$ cat config.mk
export PLATFORM = sky130hd
export DESIGN_NAME = vertex_resp_fifo
export DESIGN_NICKNAME = d
export VERILOG_FILES = /design/src/glay_mem_pkg.sv /design/src/vertex_resp_fifo.sv
export SDC_FILE = /design/constraint.sdc
export NUM_CORES = 1
export LEC_CHECK = 0
export ABC_AREA = 1
export BUFFER_PORTS_ARGS = -buffer_cell sky130_fd_sc_hd__buf_4
export CORE_ASPECT_RATIO = 0.7
export CORE_UTILIZATION = 62
export CTS_CLUSTER_SIZE = 8
export DETAILED_ROUTE_END_ITERATION = 16
export PLACE_DENSITY = 0.95
export SLEW_MARGIN = 20
export SYNTH_ARGS = -nofsm -noshare
export SYNTH_HDL_FRONTEND = slang
export SYNTH_SLANG_ARGS = --single-unit
$ cat constraint.sdc
create_clock -name ap_clk -period 2.7 [get_ports ap_clk]
set_input_delay 0.135 -clock ap_clk [delete_from_list [all_inputs] [get_ports ap_clk]]
set_output_delay 0.135 -clock ap_clk [all_outputs]
set_load 0.005 [all_outputs]
$ cat src/glay_mem_pkg.sv
// Shared widths, depths, read latency and vector types for the vertex property store
package glay_mem_pkg;

	// --------------------------------------------------
	// Property word and byte enables
	// --------------------------------------------------
	localparam int vs_data_w = 32;
	localparam int vs_byte_w = 8;
	localparam int vs_strb_w = vs_data_w / vs_byte_w;

	// --------------------------------------------------
	// Address space and block geometry
	// --------------------------------------------------
	// 4096 vertices, one word each
	localparam int vs_addr_w      = 12;
	// Words per leaf block, so two split levels
	localparam int vs_block_depth = 1024;
	// Cycles from RAM sample to valid read word
	localparam int vs_read_latency = 2;

	// --------------------------------------------------
	// Response buffering and read credits
	// --------------------------------------------------
	localparam int vs_fifo_depth = 4;
	// Counter must reach vs_fifo_depth itself
	localparam int vs_credit_w   = $clog2(vs_fifo_depth + 1);
	localparam int vs_fifo_ptr_w = (vs_fifo_depth > 1) ? $clog2(vs_fifo_depth) : 1;

	// Vector types
	typedef logic [vs_data_w-1:0]     vs_data_t;
	typedef logic [vs_addr_w-1:0]     vs_addr_t;
	typedef logic [vs_strb_w-1:0]     vs_strb_t;
	typedef logic [vs_credit_w-1:0]   vs_credit_t;
	// FIFO slot index
	typedef logic [vs_fifo_ptr_w-1:0] vs_fifo_ptr_t;

endpackage : glay_mem_pkg

$ cat src/vertex_resp_fifo.sv
// Response FIFO of the vertex store: buffers returning read words under valid/ready back-pressure

`timescale 1ns/1ps

module vertex_resp_fifo (
	input  logic                   ap_clk,
	input  logic                   rst_n,
	// Returning read data
	input  logic                   rd_return,
	input  glay_mem_pkg::vs_data_t ram_dout,
	// Response stream
	output logic                   rsp_valid,
	input  logic                   rsp_ready,
	output glay_mem_pkg::vs_data_t rsp_data,
	// Credit refund to the request stage
	output logic                   rsp_pop
);

	localparam int depth = glay_mem_pkg::vs_fifo_depth;

	glay_mem_pkg::vs_data_t     buf_mem [depth];
	glay_mem_pkg::vs_fifo_ptr_t wr_ptr;
	glay_mem_pkg::vs_fifo_ptr_t rd_ptr;
	glay_mem_pkg::vs_credit_t   count;

	// Head word goes out whenever something is stored
	assign rsp_valid = (count != '0);
	assign rsp_data  = buf_mem[rd_ptr];
	assign rsp_pop   = rsp_valid & rsp_ready;

	// Next slot index with wrap at depth
	function automatic glay_mem_pkg::vs_fifo_ptr_t ptr_next(
		input glay_mem_pkg::vs_fifo_ptr_t ptr
	);
		if (ptr == glay_mem_pkg::vs_fifo_ptr_t'(depth - 1)) begin
			return '0;
		end
		return ptr + 1'b1;
	endfunction

	// --------------------------------------------------
	// Storage, written on every returning read
	// --------------------------------------------------
	// Credits guarantee a free slot here
	always_ff @(posedge ap_clk) begin
		if (rd_return) begin
			buf_mem[wr_ptr] <= ram_dout;
		end
	end

	// --------------------------------------------------
	// Pointers and occupancy
	// --------------------------------------------------
	always_ff @(posedge ap_clk or negedge rst_n) begin
		if (!rst_n) begin
			wr_ptr <= '0;
			rd_ptr <= '0;
		end else begin
			if (rd_return) begin
				wr_ptr <= ptr_next(wr_ptr);
			end
			if (rsp_pop) begin
				rd_ptr <= ptr_next(rd_ptr);
			end
		end
	end

	always_ff @(posedge ap_clk or negedge rst_n) begin
		if (!rst_n) begin
			count <= '0;
		end else begin
			case ({rd_return, rsp_pop})
				2'b10:   count <= count + 1'b1;
				2'b01:   count <= count - 1'b1;
				// Push and pop together keep the level
				default: count <= count;
			endcase
		end
	end

endmodule : vertex_resp_fifo

==> impl_metrics.ini <==
[synthesis]
async_reset_ff_frac = 0.05185
yosysTopAreaCellShare = 0.7020
synth_edf_count = 128
synth_seq_area_share = 0.7340
synth-seq-cells = 135
yosysTopAreaCell = edfxtp_1
syn_nets = 472
yosysMostFrequentCell = edfxtp_1
synth_ff_type = edfxtp_1
avgSynthCellArea_um2 = 12.76
synth_cells = 429
yosys-top-cells-area = edfxtp_1, o211ai_1, nand2_1
yosysWarnings = 0
yosysUniqueCellTypes = 18
syn-cell-area_mm2 = 0.005475
yosys-top-cells-count = edfxtp_1, nand2_1, inv_1

[floorplan]
io_pins = 70
fp.dieW_um = 114.3
initial_core_util = 0.6432
dieArea_mm2 = 0.009217
rows = 28
core_area_mm2 = 0.008513
die_height_um = 80.63

[global_route]
grt_pass1_vias = 3752
gr-total-overflow = 0
track_usage = 0.2795
antenna_found_initial = 0
grt_max_degree = 96
grt_first_pass_wirelength_mm = 18.33

[routing]
antenna_left = 0
dr.first_iter.drc_count = 331
drcViolationCount = 0
viasPerCell = 5.527
wl_mm = 11.84
vias = 3703
dr.pass1.iters = 7
avgRoutedWirePerCell_um = 17.68

[clock_tree]
cts_setup_buffers = 0
holdBufCountCts = 34
cts_tree = done
htreeDepth = 4
cts_resized = 0
clock_sinks = 135
clockBufferDepth = 2
root_buffer = clkbuf_16
clock_latency_ns = 0.42
clk_pin_slew_ns = 0.06
cts_buffers = 17

[critical_path]
critPathKind = flip-flop to output pin
crit_fanout = 95
slowest_stage = dfrtp_4
cp_top_family = flip-flops
path_cells = buf_12 -> nand2_1 -> o211ai_1 -> nand2_1 -> buf_4
endpoint_kind = output pin
crit_top_cell = nand2_1
crit_buf_inv = 2
worst-endpoint-arrival_ns = 2.04
crit_path_start_kind = flip-flop
cpPeakStageDelay_ns = 0.67
critical_path_required_ns = 2.57

[placement]
dpl.hpwl_mm = 6.386
gp_congestion = 0.8368
numPortBuffers = 69
dpl_worst_slack_ns = 0.9257

[power_and_ir_drop]
p_leak_nw = 2.895
p_per_area_mw_per_mm2 = 1063
ir_worst_vdd_v = 0.0009297

[sta]
post-route-min-period_ns = 2.176
slew_headroom = 0.5622
holdWs_ns = 0.02183
totalNegativeSetupSlack_ns = 0
max_slew.worst_pin.slew_ns = 0.6557
setup_ws_ns = 0.5237
final-hold-violation-count = 0
setup_viol = 0
timing.final.crit_share = 0.8061
finClkSkew_ns = 0.009508
rsz0062_at_grt = no
slew_viol_final = 0
fmax_mhz = 459.5

[run_status]
status = finished clean

[run]
drv_cap = 0

[finish]
syn_to_final_growth_pct = 27.95
final_nets = 580
drive_gt1_frac = 0.1873
n_antenna_cell = 0

[hold_path]
hold_class = input port to flip-flop
[layout by cell type, fill, tap and decap left out, drive strengths merged, types with 6 or more instances in the layout]
cell type    netlist  layout
edfxtp           128     128
inv               79      79
dfrtp              7       7
o211ai            64      64
clkbuf             2      27
buf               20      77
nand2            111     111
dlygate4sd3        0      34
ha                 6       6
[power by group]
part           internal (mW)  switching, mW
registers               2.74          0.204
clock network           1.33          0.803
logic                  0.991           1.37
[worst paths after layout]
kind | startpoint | end | slack [ns] | depth (start not counted)
min in group asynchronous | rst_n | count[2] | 0.06 | 2
worst max-delay path | rd_ptr[0] | rsp_data[9] | 0.52 | 5
worst min-delay path | rd_return | wr_ptr[0] | 0.02 | 2
worst max register to register | count[1] | count[2] | 0.67 | 11
worst min register to register | count[2] | count[2] | 0.48 | 2
max in group asynchronous | rst_n | rd_ptr[0] | 2.51 | 2
[stage by stage]
stage | area [µm²] | utilization | power, mW | std cells
finish | 7005 | 0.8229 | 7.445 | 670
global route | 7005 | 0.8229 | 7.815 | 670
global placement | 6123 | 0.7193 | 5.083 | 604
floorplan | 5475 | - | 4.217 | 429
CTS | 7005 | 0.8229 | 7.428 | 670
detailed placement | 6123 | 0.7193 | 5.222 | 604
[worst reg2reg max path: stages, from the launching register on]
cell,delay (ns)
dfrtp_1,0.37
inv_1,0.09
nand3_1,0.17
nand2_1,0.14
inv_1,0.11
ha_1,0.20
inv_1,0.09
fa_1,0.41
nand2_1,0.13
nand3_1,0.10
nand2_1,0.07
nand2_1,0.04
[flip-flops by register name, summed over array words and instances, names as in the netlist]
name and flops:
buf_mem 128, count 3, rd_ptr 2, wr_ptr 2
[layer usage]
layer,GRT usage,vias up,part of all wire,wire [µm]
li1,-,1692,-,-
met1,0.3284,1789,0.40,4715
met2,0.4758,191,0.50,5959
met3,0.08830,31,0.073,864
met4,0.1273,0,0.026,303
met5,0,-,0,0
[layout make-up]
type,instances,area [µm²]
inverters,79,296.5
multi-input cells,193,1051
repair buffers,111,943.4
flip-flops and latches,135,4023
fillers,426,1508
clock inverters,5,48.80
well taps,120,150.1
clock buffers,27,493.0
[logic make-up (layout without fill, tap and decap cells)]
kind of cell,count (synthesis),in the layout,share of synthesized area
flip-flops,135,135,0.7340
buffers and inverters,101,222,0.07404
XOR/XNOR,1,1,0.001600
AND/OR/NAND/NOR,117,117,0.08158
AO/OA/AOI/OAI,68,68,0.09141
adder cells (fa/ha/maj),7,7,0.01737
Note: power is estimated with default switching activity, not from simulation.
