### src/glay_mem_pkg.sv
// Shared widths, depths, read latency and vector types for the vertex property store
package glay_mem_pkg;

	// --------------------------------------------------
	// Property word and byte enables
	// --------------------------------------------------
	localparam int vs_data_w = 32;
	localparam int vs_byte_w = 8;
	localparam int vs_strb_w = vs_data_w / vs_byte_w;

	// --------------------------------------------------
	// Address space and block geometry
	// --------------------------------------------------
	// 4096 vertices, one word each
	localparam int vs_addr_w      = 12;
	// Words per leaf block, so two split levels
	localparam int vs_block_depth = 1024;
	// Cycles from RAM sample to valid read word
	localparam int vs_read_latency = 2;

	// --------------------------------------------------
	// Response buffering and read credits
	// --------------------------------------------------
	localparam int vs_fifo_depth = 4;
	// Counter must reach vs_fifo_depth itself
	localparam int vs_credit_w   = $clog2(vs_fifo_depth + 1);
	localparam int vs_fifo_ptr_w = (vs_fifo_depth > 1) ? $clog2(vs_fifo_depth) : 1;

	// Vector types
	typedef logic [vs_data_w-1:0]     vs_data_t;
	typedef logic [vs_addr_w-1:0]     vs_addr_t;
	typedef logic [vs_strb_w-1:0]     vs_strb_t;
	typedef logic [vs_credit_w-1:0]   vs_credit_t;
	// FIFO slot index
	typedef logic [vs_fifo_ptr_w-1:0] vs_fifo_ptr_t;

endpackage : glay_mem_pkg

### src/vertex_req_stage.sv
// Request stage of the vertex store: registers requests onto the RAM port and tracks read credits

`timescale 1ns/1ps

module vertex_req_stage (
	input  logic                   ap_clk,
	input  logic                   rst_n,
	// Request stream
	input  logic                   req_valid,
	output logic                   req_ready,
	input  logic                   req_write,
	input  glay_mem_pkg::vs_strb_t req_strb,
	input  glay_mem_pkg::vs_addr_t req_addr,
	input  glay_mem_pkg::vs_data_t req_data,
	// RAM port
	output logic                   ram_en,
	output glay_mem_pkg::vs_strb_t ram_we,
	output glay_mem_pkg::vs_addr_t ram_addr,
	output glay_mem_pkg::vs_data_t ram_din,
	// Read tracking toward the response FIFO
	output logic                   rd_return,
	input  logic                   rsp_pop
);

	localparam int lat = glay_mem_pkg::vs_read_latency;

	logic                     accept;
	logic                     rd_accept;
	logic                     rd_issue;
	logic [lat-1:0]           rd_sr;
	glay_mem_pkg::vs_credit_t credits;

	// Ready from credits only, never from req_valid
	assign req_ready = (credits != '0);
	assign accept    = req_valid & req_ready;
	assign rd_accept = accept & ~req_write;

	// --------------------------------------------------
	// RAM port control
	// --------------------------------------------------
	always_ff @(posedge ap_clk or negedge rst_n) begin
		if (!rst_n) begin
			ram_en   <= 1'b0;
			ram_we   <= '0;
			rd_issue <= 1'b0;
		end else begin
			ram_en   <= accept;
			// Strobe becomes per-byte enables, reads write nothing
			ram_we   <= (accept && req_write) ? req_strb : '0;
			rd_issue <= rd_accept;
		end
	end

	// Address and write data, loaded only on a transfer
	always_ff @(posedge ap_clk) begin
		if (accept) begin
			ram_addr <= req_addr;
			ram_din  <= req_data;
		end
	end

	// --------------------------------------------------
	// Read flag delay, lines up with ram_dout
	// --------------------------------------------------
	always_ff @(posedge ap_clk or negedge rst_n) begin
		if (!rst_n) begin
			rd_sr <= '0;
		end else begin
			rd_sr[0] <= rd_issue;
			for (int i = 1; i < lat; i++) begin
				rd_sr[i] <= rd_sr[i-1];
			end
		end
	end

	assign rd_return = rd_sr[lat-1];

	// --------------------------------------------------
	// Read credits, one per free FIFO slot
	// --------------------------------------------------
	always_ff @(posedge ap_clk or negedge rst_n) begin
		if (!rst_n) begin
			credits <= glay_mem_pkg::vs_credit_t'(glay_mem_pkg::vs_fifo_depth);
		end else begin
			case ({rd_accept, rsp_pop})
				2'b10:   credits <= credits - 1'b1;
				2'b01:   credits <= credits + 1'b1;
				// Spend and refund in one cycle cancel out
				default: credits <= credits;
			endcase
		end
	end

endmodule : vertex_req_stage

### config.mk
export PLATFORM = sky130hd
export DESIGN_NAME = vertex_req_stage
export DESIGN_NICKNAME = d
export VERILOG_FILES = /design/src/glay_mem_pkg.sv /design/src/vertex_req_stage.sv
export SDC_FILE = /design/constraint.sdc
export NUM_CORES = 1
export LEC_CHECK = 0
export ABC_AREA = 1
export ABC_CLOCK_PERIOD_IN_PS = 6600
export BUFFER_PORTS_ARGS = -buffer_cell sky130_fd_sc_hd__buf_2
export CAP_MARGIN = 25
export CELL_PAD_IN_SITES_DETAIL_PLACEMENT = 0
export CELL_PAD_IN_SITES_GLOBAL_PLACEMENT = 1
export CORE_ASPECT_RATIO = 0.5
export CORE_UTILIZATION = 36
export DETAILED_ROUTE_END_ITERATION = 7
export PLACE_DENSITY = 0.92
export SLEW_MARGIN = 20
export SYNTH_ARGS = -nofsm -noshare
export SYNTH_HDL_FRONTEND = slang
export SYNTH_SLANG_ARGS = --single-unit
export TNS_END_PERCENT = 20
### constraint.sdc
create_clock -name ap_clk -period 6.6 [get_ports ap_clk]
set_clock_uncertainty 0.2 [all_clocks]
set_input_delay 0 -clock ap_clk [delete_from_list [all_inputs] [get_ports ap_clk]]
set_output_delay 0 -clock ap_clk [all_outputs]
set_load 0.05 [all_outputs]
==> impl_metrics.csv, run 1 <==
group,metric,value,unit
run_status,outcome,"finished clean",
yosys,synth_commonest_cells,"44 x edfxtp_1, 10 x dfrtp_1, 10 x inv_1",
clocking,root_buffer,"clkbuf_8",
routing,drt_iter0_markers,40,
hold_path,hold_end,"credits[0]",
yosys,synth_fp_nets,141,
routing,ant_nets,0,
yosys,synthMuxAreaShare,0,
sta,slew_violations,0,
worst_setup_path,cp.arrival,2.01,ns
yosys,syn_inst,86,
yosys,syn_avg_cell_area,20.6,um^2
clocking,cts_setup_buffers,0,
routing,vias,1361,
yosys,synth_top_family_by_area,"simple AND/OR/NAND/NOR gates",
floorplanning,initial_core_util,0.388,
clocking,clk_pin_slew,0.09,ns
sta,setup_ws,4.58,ns
clocking,clock_latency,0.30,ns
worst_setup_path,r2r_end,"credits[1]",
yosys,ys_warn_count,0,
yosys,synth_area,0.00177,mm^2
sta,rsz0062_at_grt,"false",
clocking,cts_tree,"yes",
routing,viasPerCell,4.23,
worst_setup_path,r2r_slack,4.58,ns
yosys,yosysMostFrequentCell,"edfxtp_1",
yosys,yosysSeqAreaShare,0.904,
pwr,p_per_area,357,mW/mm^2
worst_setup_path,r2r_start,"credits[2]",
routing,drc,0,
grt,grt_pass1_wl,6220,um
layout,final_nets,310,
worst_setup_path,r2r.worst_path.cells,10,
placed_design,place_ws,4.58,ns
hold_path,hp-start,"req_valid",
grt,grt_max_degree,46,
yosys,synth_fa_ha_area_frac,0.0184,
worst_setup_path,max_stage_delay,0.55,ns
sta,slew_headroom,0.627,
layout,fin_util,0.679,
yosys,synth-xor-area-share,0.00495,
worst_setup_path,crit_buf_inv,2,
worst_setup_path,crit_fanout,3,
sta,tightest_slew,0.559,ns
routing,wl_per_cell,13.2,um
yosys,synth-edff-count,44,
yosys,yosys_most_used_dff,"edfxtp_1",
job,drv_cap,0,
worst_setup_path,worst_ep_required_time,6.58,ns
floorplanning,dieWidth,101,um
pwr,p_total,1.10,mW
yosys,synth_seq_cells,55,
grt,grt_overflow,0,
grt,antenna_found_initial,0,
sta,fmax,494,MHz
clocking,clockBufferDepth,2,
yosys,synth_simple_gate_area_frac,0.0467,
worst_setup_path,startpoint_type,"flip-flop",
yosys,synth_cell_types,16,
worst_setup_path,worstSetupPathType,"reg -> reg",
grt,grt_pass1_vias,1374,
yosys,synth-compound-area-share,0.00283,
floorplanning,io_pins,104,
yosys,async_flop_share,0.200,
hold_path,worstHoldPathCells,6,
layout,drive_gt1_frac,0.461,
floorplanning,dieArea,0.00521,mm^2
yosys,yosys.area.top_type,"edfxtp_1",
floorplanning,core_area,0.00455,mm^2
pwr,p_leak,1.40,nW
layout,fillers,330,
placed_design,portBuffers,103,
yosys,yosysTopAreaCellShare,0.747,
clocking,htree_levels,2,
worst_setup_path,crit_path_cell_trace,"nor2_1 > nand2_2 > nand2_2 > nor2_4 > inv_2 > ha_1 > inv_1 > fa_1 > nand2_1 > o21ai_0",
worst_setup_path,path_delay_family,"adder cells",
layout,area_growth,74.8,%
worst_setup_path,cpMostUsedCell,"nand2_2",
sta,final.period_utilization,0.307,
placed_design,place_congestion,0.657,
yosys,synth.area.top_cells,"edfxtp_1 75%, dfrtp_1 14%, inv_1 2.1%",
worst_setup_path,slowest_stage,"dfstp_2",
pwr,ir_drop,0.162,mV
clocking,cts_sinks,55,
sta,finalCriticalPeriod,2.02,ns
hold_path,hold_path_class,"in -> reg",
sta,fin_hold_ws,0.0338,ns
placed_design,place_hpwl,2570,um
routing,dr.pass1.iters,4,
worst_setup_path,end_kind,"flip-flop",
grt,grtUsageTotal,0.167,
floorplanning,rows,17,
routing,wirelength,4240,um
sta,finalSetupViolCount,0,
sta,finalHoldViolCount,0,
clocking,cts_buffers,5,
sta,setup_tns,0,ns
layout,num_antenna_cells,0,
floorplanning,die_h,51.6,um
==> worst register-to-register path, delay by kind of cell, from the launching register on <==
kind	cells	cell delay (ns)
compound gates	1	0.07
flops	1	0.55
buf+inv	2	0.12
simple gates	5	0.38
fa+ha+maj	2	0.59
==> cell type report <==
| class | count | area, um^2 | area share |
|---|---|---|---|
| multi-input cells | 20 | 129 | 0.0417 |
| inverters | 11 | 41.3 | 0.0134 |
| repair buffers | 162 | 1100 | 0.357 |
| clock inverters | 3 | 67.6 | 0.0219 |
| well taps | 66 | 82.6 | 0.0267 |
| clock buffers | 5 | 68.8 | 0.0223 |
| flip-flops and latches | 55 | 1600 | 0.517 |
==> cells in the final DEF (no fill, tap or decap) <==
master / count
buf_2: 103
buf_4: 1
bufinv_16: 2
clkbuf_8: 5
clkinv_1: 1
clkinvlp_4: 1
dfrtp_1: 10
dfstp_2: 1
dlygate4sd3_1: 58
edfxtp_1: 44
fa_1: 1
ha_1: 1
inv_1: 9
inv_2: 1
nand2_1: 5
nand2_2: 2
nand3_1: 1
nand3_2: 1
nand4_1: 1
nor2_1: 5
nor2_4: 1
o21ai_0: 1
xnor2_1: 1
==> flip-flops by register name, summed over array words and instances, names as in the netlist <==
signal    cells
ram_en        1
rd_sr         2
rd_issue      1
credits       3
ram_addr     12
ram_din      32
ram_we        4
==> metrics by stage <==
step | area, um^2 | cells
2_1_floorplan | 1770 | 86
3_3_place_gp | 2370 | 256
3_5_place_dp | 2370 | 256
4_1_cts | 3090 | 322
5_1_grt | 3090 | 322
6_report | 3090 | 322
==> where the power goes <==
| group | switching, mW | internal [mW] | total, mW |
|---|---|---|---|
| registers | 0.0220 | 0.457 | 0.479 |
| logic | 0.276 | 0.0912 | 0.367 |
| clock network | 0.106 | 0.151 | 0.257 |
==> how the worst max path moves through the flow <==
stage | start | endpoint | slack [ns] | depth (start not counted)
finish | credits[2] | credits[1] | 4.58 | 10
detailed placement | credits[2] | credits[1] | 4.58 | 10
global route | credits[0] | credits[2] | 4.40 | 13
CTS | credits[2] | credits[1] | 4.56 | 10
floorplan | credits[2] | ram_addr[0] | 4.18 | 4
global placement | credits[2] | credits[1] | 4.65 | 10
==> layer usage <==
metal / share of wire / GRT usage / vias to the layer above / wire [um]
met5: 0 / 0 / - / 0
met4: 0.013 / 0.0531 / 0 / 55
met3: 0.055 / 0.0444 / 6 / 233
met2: 0.58 / 0.347 / 47 / 2450
met1: 0.35 / 0.163 / 670 / 1500
li1: - / - / 638 / -
==> cell families (layout without fill, tap and decap cells) <==
family	Yosys count	after routing
AO/OA/AOI/OAI	1	1
XOR/XNOR	1	1
adder cells (fa/ha/maj)	2	2
buffers and inverters	11	181
flip-flops	55	55
AND/OR/NAND/NOR	16	16
==> repair_timing <==
item | in CTS | in global routing
endpoints found under the hold margin | 63 | 0
gates resized for setup | 0 | 0
hold buffers | 58 | 0
(Power assumes the default switching activity.)
==> inputs of run 2 (changes only) <==
--- a/config.mk
+++ b/config.mk
@@ -5,16 +5,16 @@
 export SDC_FILE = /design/constraint.sdc
 export NUM_CORES = 1
 export LEC_CHECK = 0
-export ABC_AREA = 1
-export ABC_CLOCK_PERIOD_IN_PS = 6600
+export ABC_AREA = 0
+export ABC_CLOCK_PERIOD_IN_PS = 2000
 export BUFFER_PORTS_ARGS = -buffer_cell sky130_fd_sc_hd__buf_2
 export CAP_MARGIN = 25
 export CELL_PAD_IN_SITES_DETAIL_PLACEMENT = 0
 export CELL_PAD_IN_SITES_GLOBAL_PLACEMENT = 1
 export CORE_ASPECT_RATIO = 0.5
-export CORE_UTILIZATION = 36
+export CORE_UTILIZATION = 33
 export DETAILED_ROUTE_END_ITERATION = 7
-export PLACE_DENSITY = 0.92
+export PLACE_DENSITY = 0.86
 export SLEW_MARGIN = 20
 export SYNTH_ARGS = -nofsm -noshare
 export SYNTH_HDL_FRONTEND = slang
==> constraint.sdc (replaced) <==
create_clock -name ap_clk -period 2 [get_ports ap_clk]
set_clock_uncertainty 0.2 [all_clocks]
set_input_delay 0 -clock ap_clk [delete_from_list [all_inputs] [get_ports ap_clk]]
set_output_delay 0 -clock ap_clk [all_outputs]
set_load 0.05 [all_outputs]
==> run 2 against run 1 <==
Clock-buffer cell count rose by 2. Area after synthesis fell by 1.2%. Critical endpoint is now credits[2]. Via count shrank 3.6%. Utilization fell by 6.2 points. Sequential cell count is the same. Synthesized cell count is 16% lower. Clock power rose by 120%. Routed wire length increased by 2.5%. The flow now finishes with violations (negative setup slack). Global-route usage down 0.50 points. Final cell count is 1.2% lower. Fmax shrank 5.2%. Critical path depth down 1.
==> impl_metrics.csv, run 2 <==
group,metric,value,unit
run_status,outcome,"finished, violations left",
run_status,violations,"negative setup slack",
worst_setup_path,r2r_slack,-0.13,ns
placed_design,place_congestion,0.719,
worst_setup_path,worst_ep_required_time,2.04,ns
worst_setup_path,crit_path_cell_trace,"or3_4 > and2_4 > nand2b_4 > ha_4 > inv_2 > fa_2 > xor2_1 > nor2_1 > xor2_1",
routing,dr.pass1.iters,4,
job,drv_cap,0,
worst_setup_path,r2r.worst_path.cells,9,
yosys,syn_avg_cell_area,24.3,um^2
layout,drive_gt1_frac,0.508,
worst_setup_path,r2r_end,"credits[2]",
yosys,synth_commonest_cells,"44 x edfxtp_1, 10 x dfrtp_1, 4 x and3_1",
worst_setup_path,crit_buf_inv,1,
yosys,syn_inst,72,
worst_setup_path,cp.arrival,2.17,ns
grt,grt_max_degree,47,
routing,vias,1312,
layout,multiInputGateArea,168,um^2
layout,reg_top3,"ram_din: 32 flops, ram_addr: 12 flops, ram_we: 4 flops",
yosys,yosys_most_used_dff,"edfxtp_1",
floorplanning,initial_core_util,0.349,
routing,wirelength,4350,um
yosys,async_flop_share,0.200,
worst_setup_path,r2r_start,"credits[0]",
yosys,ys_warn_count,0,
clocking,cts_sinks,55,
worst_setup_path,cpMostUsedCell,"xor2_1",
routing,ant_nets,0,
placed_design,portBuffers,103,
layout,fin_cells,318,
layout,final_common_cell,"buf_2",
yosys,synth.area.top_cells,"edfxtp_1 76%, dfrtp_1 14%, dfstp_2 1.5%",
pwr,p_leak,1.39,nW
yosys,synth_fp_nets,127,
layout,area_growth,76.6,%
pwr,ir_drop,0.615,mV
clocking,clockBufferDepth,2,
floorplanning,core_area,0.00500,mm^2
layout,fin_util,0.617,
worst_setup_path,crit_fanout,2,
worst_setup_path,path_delay_family,"simple AND/OR/NAND/NOR gates",
floorplanning,dieWidth,105,um
sta,finalCriticalPeriod,2.13,ns
grt,grt_pass1_vias,1351,
yosys,yosysMostFrequentCell,"edfxtp_1",
sta,finalHoldViolCount,0,
yosys,yosysSeqAreaShare,0.915,
yosys,synth_area,0.00175,mm^2
clocking,clk_pin_slew,0.09,ns
clocking,cts_buffers,5,
sta,setup_ws,-0.134,ns
layout,final_nets,302,
routing,drc,0,
floorplanning,rows,18,
clocking,htree_levels,2,
worst_setup_path,startpoint_type,"flip-flop",
sta,fmax,469,MHz
sta,rsz0062_at_grt,"true",
hold_path,hold_path_class,"in -> reg",
grt,grtUsageTotal,0.162,
yosys,synth_seq_cells,55,
layout,largest_register_ff_count,32,
hold_path,worstHoldPathCells,5,
clocking,cts_tree,"yes",
sta,slew_headroom,0.613,
yosys,yosysTopAreaCellShare,0.756,
layout,register_area,0.00160,mm^2
clocking,root_buffer,"clkbuf_8",
yosys,synth-edff-count,44,
layout,top_register,"ram_din",
sta,setup_tns,-0.259,ns
pwr,p_total,3.30,mW
worst_setup_path,slowest_stage,"dfrtp_1",
worst_setup_path,end_kind,"flip-flop",
routing,wl_per_cell,13.7,um
clocking,clock_latency,0.30,ns
pwr,p_per_area,1070,mW/mm^2
hold_path,hp-start,"req_valid",
sta,finalSetupViolCount,2,
floorplanning,dieArea,0.00561,mm^2
grt,grt_overflow,0,
layout,num_antenna_cells,0,
floorplanning,io_pins,104,
yosys,synth_cell_types,16,
worst_setup_path,max_stage_delay,0.39,ns
sta,tightest_slew,0.581,ns
worst_setup_path,worstSetupPathType,"reg -> reg",
floorplanning,die_h,53.4,um
grt,grt_pass1_wl,6420,um
routing,viasPerCell,4.13,
sta,slew_violations,0,
routing,drt_iter0_markers,41,
placed_design,dp_cells,251,
layout,layout_common_cells,"103 x buf_2, 57 x dlygate4sd3_1, 44 x edfxtp_1, 10 x dfrtp_1, 8 x buf_4",
sta,final.period_utilization,1.07,
hold_path,hold_end,"credits[0]",
layout,fillers,379,
grt,antenna_found_initial,0,
yosys,yosys.area.top_type,"edfxtp_1",
## run 2: where the power goes
| part | total, mW | internal, mW | leakage, nW | switching [mW] |
|---|---|---|---|---|
| Sequential | 1.53 | 1.48 | 0.565 | 0.0526 |
| Combinational | 1.19 | 0.370 | 0.778 | 0.819 |
| Clock | 0.577 | 0.247 | 0.0422 | 0.330 |
| Total | 3.30 | 2.10 | 1.39 | 1.20 |
## run 2: cells by family after synthesis
family	Yosys count	share of synthesized area
flops	55	0.915
simple gates	10	0.0430
xor+xnor	3	0.0150
fa+ha+maj	2	0.0186
buf+inv	1	0.00215
mux	1	0.00645
## run 2: routing by layer
layer / track usage / wire length, um / vias to the layer above
li1: - / - / 615
met1: 0.153 / 1550 / 630
met2: 0.323 / 2440 / 51
met3: 0.0419 / 166 / 16
met4: 0.113 / 194 / 0
met5: 0 / 0 / -
## run 2: stage by stage
| step | worst slack [ns] | instance area, um^2 | hold WS [ns] |
|---|---|---|---|
| global placement | -0.157 | 2400 | -0.326 |
| CTS | -0.160 | 3080 | 0.0658 |
| global route | -0.248 | 3080 | 0.0758 |
| floorplan | -0.560 | 1750 | -0.496 |
| finish | -0.134 | 3080 | 0.0813 |
| detailed placement | -0.225 | 2400 | -0.322 |
## run 2: final cells by class
cell class              count  area share
multi-input cells          16      0.0544
inverters                   1     0.00122
repair buffers            168       0.372
clock inverters             1     0.00162
clock buffers               7      0.0247
flip-flops and latches     55       0.518
well taps                  70      0.0284
## run 2: tightest hold or removal path: stages
cell	delay, ns
buf_2	0.11
and2_4	0.16
nand2b_4	0.07
ha_4	0.14
xnor2_1	0.06
## run 2: what timing repair did
item                                    4_1_cts  5_1_grt
pin swaps                                     3        1
endpoints found under the setup margin        2        2
hold buffers                                 57        0
hold endpoints to repair                     63        0
buffers inserted                              1        1
resized for setup                             2        0
## run 2: how the worst max path moves through the flow
stage,startpoint,endpoint,slack [ns],cells past startpoint
3_3_place_gp,credits[2],credits[2],-0.16,9
5_1_grt,credits[0],credits[2],-0.25,9
3_5_place_dp,credits[0],credits[2],-0.23,9
6_report,credits[0],credits[2],-0.13,9
2_1_floorplan,credits[2],credits[1],-0.56,7
4_1_cts,credits[0],credits[2],-0.16,9
==> inputs of run 3 (changes only) <==
--- a/config.mk
+++ b/config.mk
@@ -15,6 +15,7 @@
 export CORE_UTILIZATION = 33
 export DETAILED_ROUTE_END_ITERATION = 7
 export PLACE_DENSITY = 0.86
+export REMOVE_ABC_BUFFERS = 1
 export SLEW_MARGIN = 20
 export SYNTH_ARGS = -nofsm -noshare
 export SYNTH_HDL_FRONTEND = slang
==> run 3 against run 2 <==
The run still ends with negative setup slack left. Via count decreased by 1.3%. Sequential share of layout area decreased by 0.73 points. Sequential power hardly changed. First-iteration DRC count fell by 51%. Fmax down 2.2%. Power rose by 5.1%. Final area up 1.4%. Final cell count rose by 0.31%. Sequential cell count stayed put. Clock power increased by 28%. Hold slack worse by 0.041 ns. Critical path type unchanged. Critical endpoint is now credits[1]. Largest cell class unchanged.
==> impl_metrics.csv, run 3 (synthesis results as in run 2) <==
group,metric,value,unit
run_status,outcome,"finished, violations left",
run_status,violations,"negative setup slack",
routing,dr.pass1.iters,4,
clocking,root_buffer,"clkbuf_8",
worst_setup_path,worst_ep_required_time,1.99,ns
layout,finalInstanceArea,0.00313,mm^2
layout,top_register,"ram_din",
floorplanning,io_pins,104,
layout,reg_top3,"ram_din: 32 flops, ram_addr: 12 flops, ram_we: 4 flops",
routing,drc,0,
routing,ant_nets,0,
floorplanning,core_area,0.00500,mm^2
grt,antenna_found_initial,0,
sta,final.period_utilization,1.09,
sta,rsz0062_at_grt,"true",
clocking,cts_buffers,5,
sta,slew_headroom,0.628,
grt,grt_pass1_wl,6690,um
sta,finalCriticalPeriod,2.18,ns
grt,grt_pass1_vias,1380,
floorplanning,rows,18,
layout,fin_util,0.626,
sta,slew_violations,0,
placed_design,place_hpwl,2630,um
hold_path,worstHoldPathCells,5,
worst_setup_path,r2r_slack,-0.18,ns
worst_setup_path,crit_fanout,2,
worst_setup_path,worstSetupPathType,"reg -> reg",
layout,layout_common_cells,"103 x buf_2, 57 x dlygate4sd3_1, 44 x edfxtp_1, 10 x dfrtp_1, 9 x buf_4",
worst_setup_path,r2r_end,"credits[1]",
sta,fmax,458,MHz
job,drv_cap,0,
sta,finalSetupViolCount,2,
hold_path,hold_path_class,"in -> reg",
routing,drt_iter0_markers,20,
clocking,cts_tree,"yes",
pwr,p_leak,1.41,nW
grt,grt_max_degree,47,
floorplanning,die_h,53.4,um
floorplanning,dieWidth,105,um
layout,largest_register_ff_count,32,
worst_setup_path,startpoint,"credits[0]",
worst_setup_path,r2r_start,"credits[0]",
clocking,clk_pin_slew,0.09,ns
worst_setup_path,crit_path_end,"credits[1]",
layout,num_antenna_cells,0,
worst_setup_path,end_kind,"flip-flop",
layout,final_common_cell,"buf_2",
routing,wirelength,4460,um
sta,fin_hold_ws,0.0406,ns
grt,grt_overflow,0,
floorplanning,initial_core_util,0.349,
worst_setup_path,r2r.worst_path.cells,7,
worst_setup_path,cp.arrival,2.17,ns
routing,viasPerCell,4.06,
placed_design,place_area,0.00239,mm^2
sta,finalHoldViolCount,0,
layout,area_growth,79.1,%
routing,wl_per_cell,14.0,um
clocking,cts_sinks,55,
placed_design,place_congestion,0.659,
pwr,p_per_area,1110,mW/mm^2
sta,setup_tns,-0.360,ns
layout,final_nets,303,
floorplanning,dieArea,0.00561,mm^2
sta,setup_ws,-0.181,ns
grt,grtUsageTotal,0.162,
worst_setup_path,startpoint_type,"flip-flop",
placed_design,portBuffers,103,
pwr,ir_drop,0.393,mV
layout,drive_gt1_frac,0.518,
clocking,htree_levels,2,
routing,vias,1295,
clocking,clock_latency,0.29,ns
clocking,clockBufferDepth,2,
sta,tightest_slew,0.558,ns
-- run 3: cell count changes in the layout (fill, tap and decap cells not counted), sizes merged --
cell    previous run  this run
bufinv             0         1
clkbuf             7         6
buf              111       112
-- run 3: cell type report --
cell class / instances / area [um^2]
Clock inverter: 2 / 35.0
Inverter: 1 / 3.75
Timing Repair Buffer: 169 / 1150
Fill cell: 363 / 1870
Multi-Input combinational cell: 16 / 168
Tap cell: 70 / 87.6
Sequential cell: 55 / 1600
Clock buffer: 6 / 82.6
-- run 3: how the worst min path moves through the flow --
stage | start | end | slack, ns
after floorplan | rst_n | credits[0] | -0.50
after global placement | rst_n | credits[0] | -0.33
after detailed placement | rst_n | ram_we[3] | -0.32
after CTS | req_valid | credits[0] | 0.06
after global routing | req_valid | credits[0] | 0.04
final | req_valid | credits[0] | 0.04
-- run 3: stage by stage --
step | total power [mW] | std cells | setup WS [ns]
after floorplan | 2.31 | 72 | -0.607
after global placement | 2.59 | 251 | -0.215
after detailed placement | 2.62 | 251 | -0.288
after CTS | 3.48 | 318 | -0.180
after global routing | 3.62 | 319 | -0.271
final | 3.47 | 319 | -0.181
-- run 3: routing by layer --
layer,GRT usage,part of all wire,up-vias
met1,0.170,0.37,646
met3,0.0345,0.026,6
met4,0.0563,0.014,0
met5,0,0,-
li1,-,-,619
met2,0.333,0.59,24
-- run 3: power breakdown --
part	total (mW)	switching (mW)	internal, mW
Sequential	1.54	0.0582	1.48
Combinational	1.19	0.814	0.377
Clock	0.738	0.333	0.405
-- run 3: repair_timing --
action,in CTS,in global routing
hold buffers,57,0
hold endpoints to repair,63,0
buffers inserted,2,1
pin swaps,6,6
gates cloned,0,0
endpoints found under the setup margin,2,2
resized for setup,5,0
-- run 3: critical path, stage by stage (launching register included) --
cell	delay [ns]
dfrtp_1	0.39
or3_4	0.39
and2_4	0.18
nand2b_4	0.07
ha_4	0.13
inv_2	0.03
fa_2	0.41
mux2_2	0.27
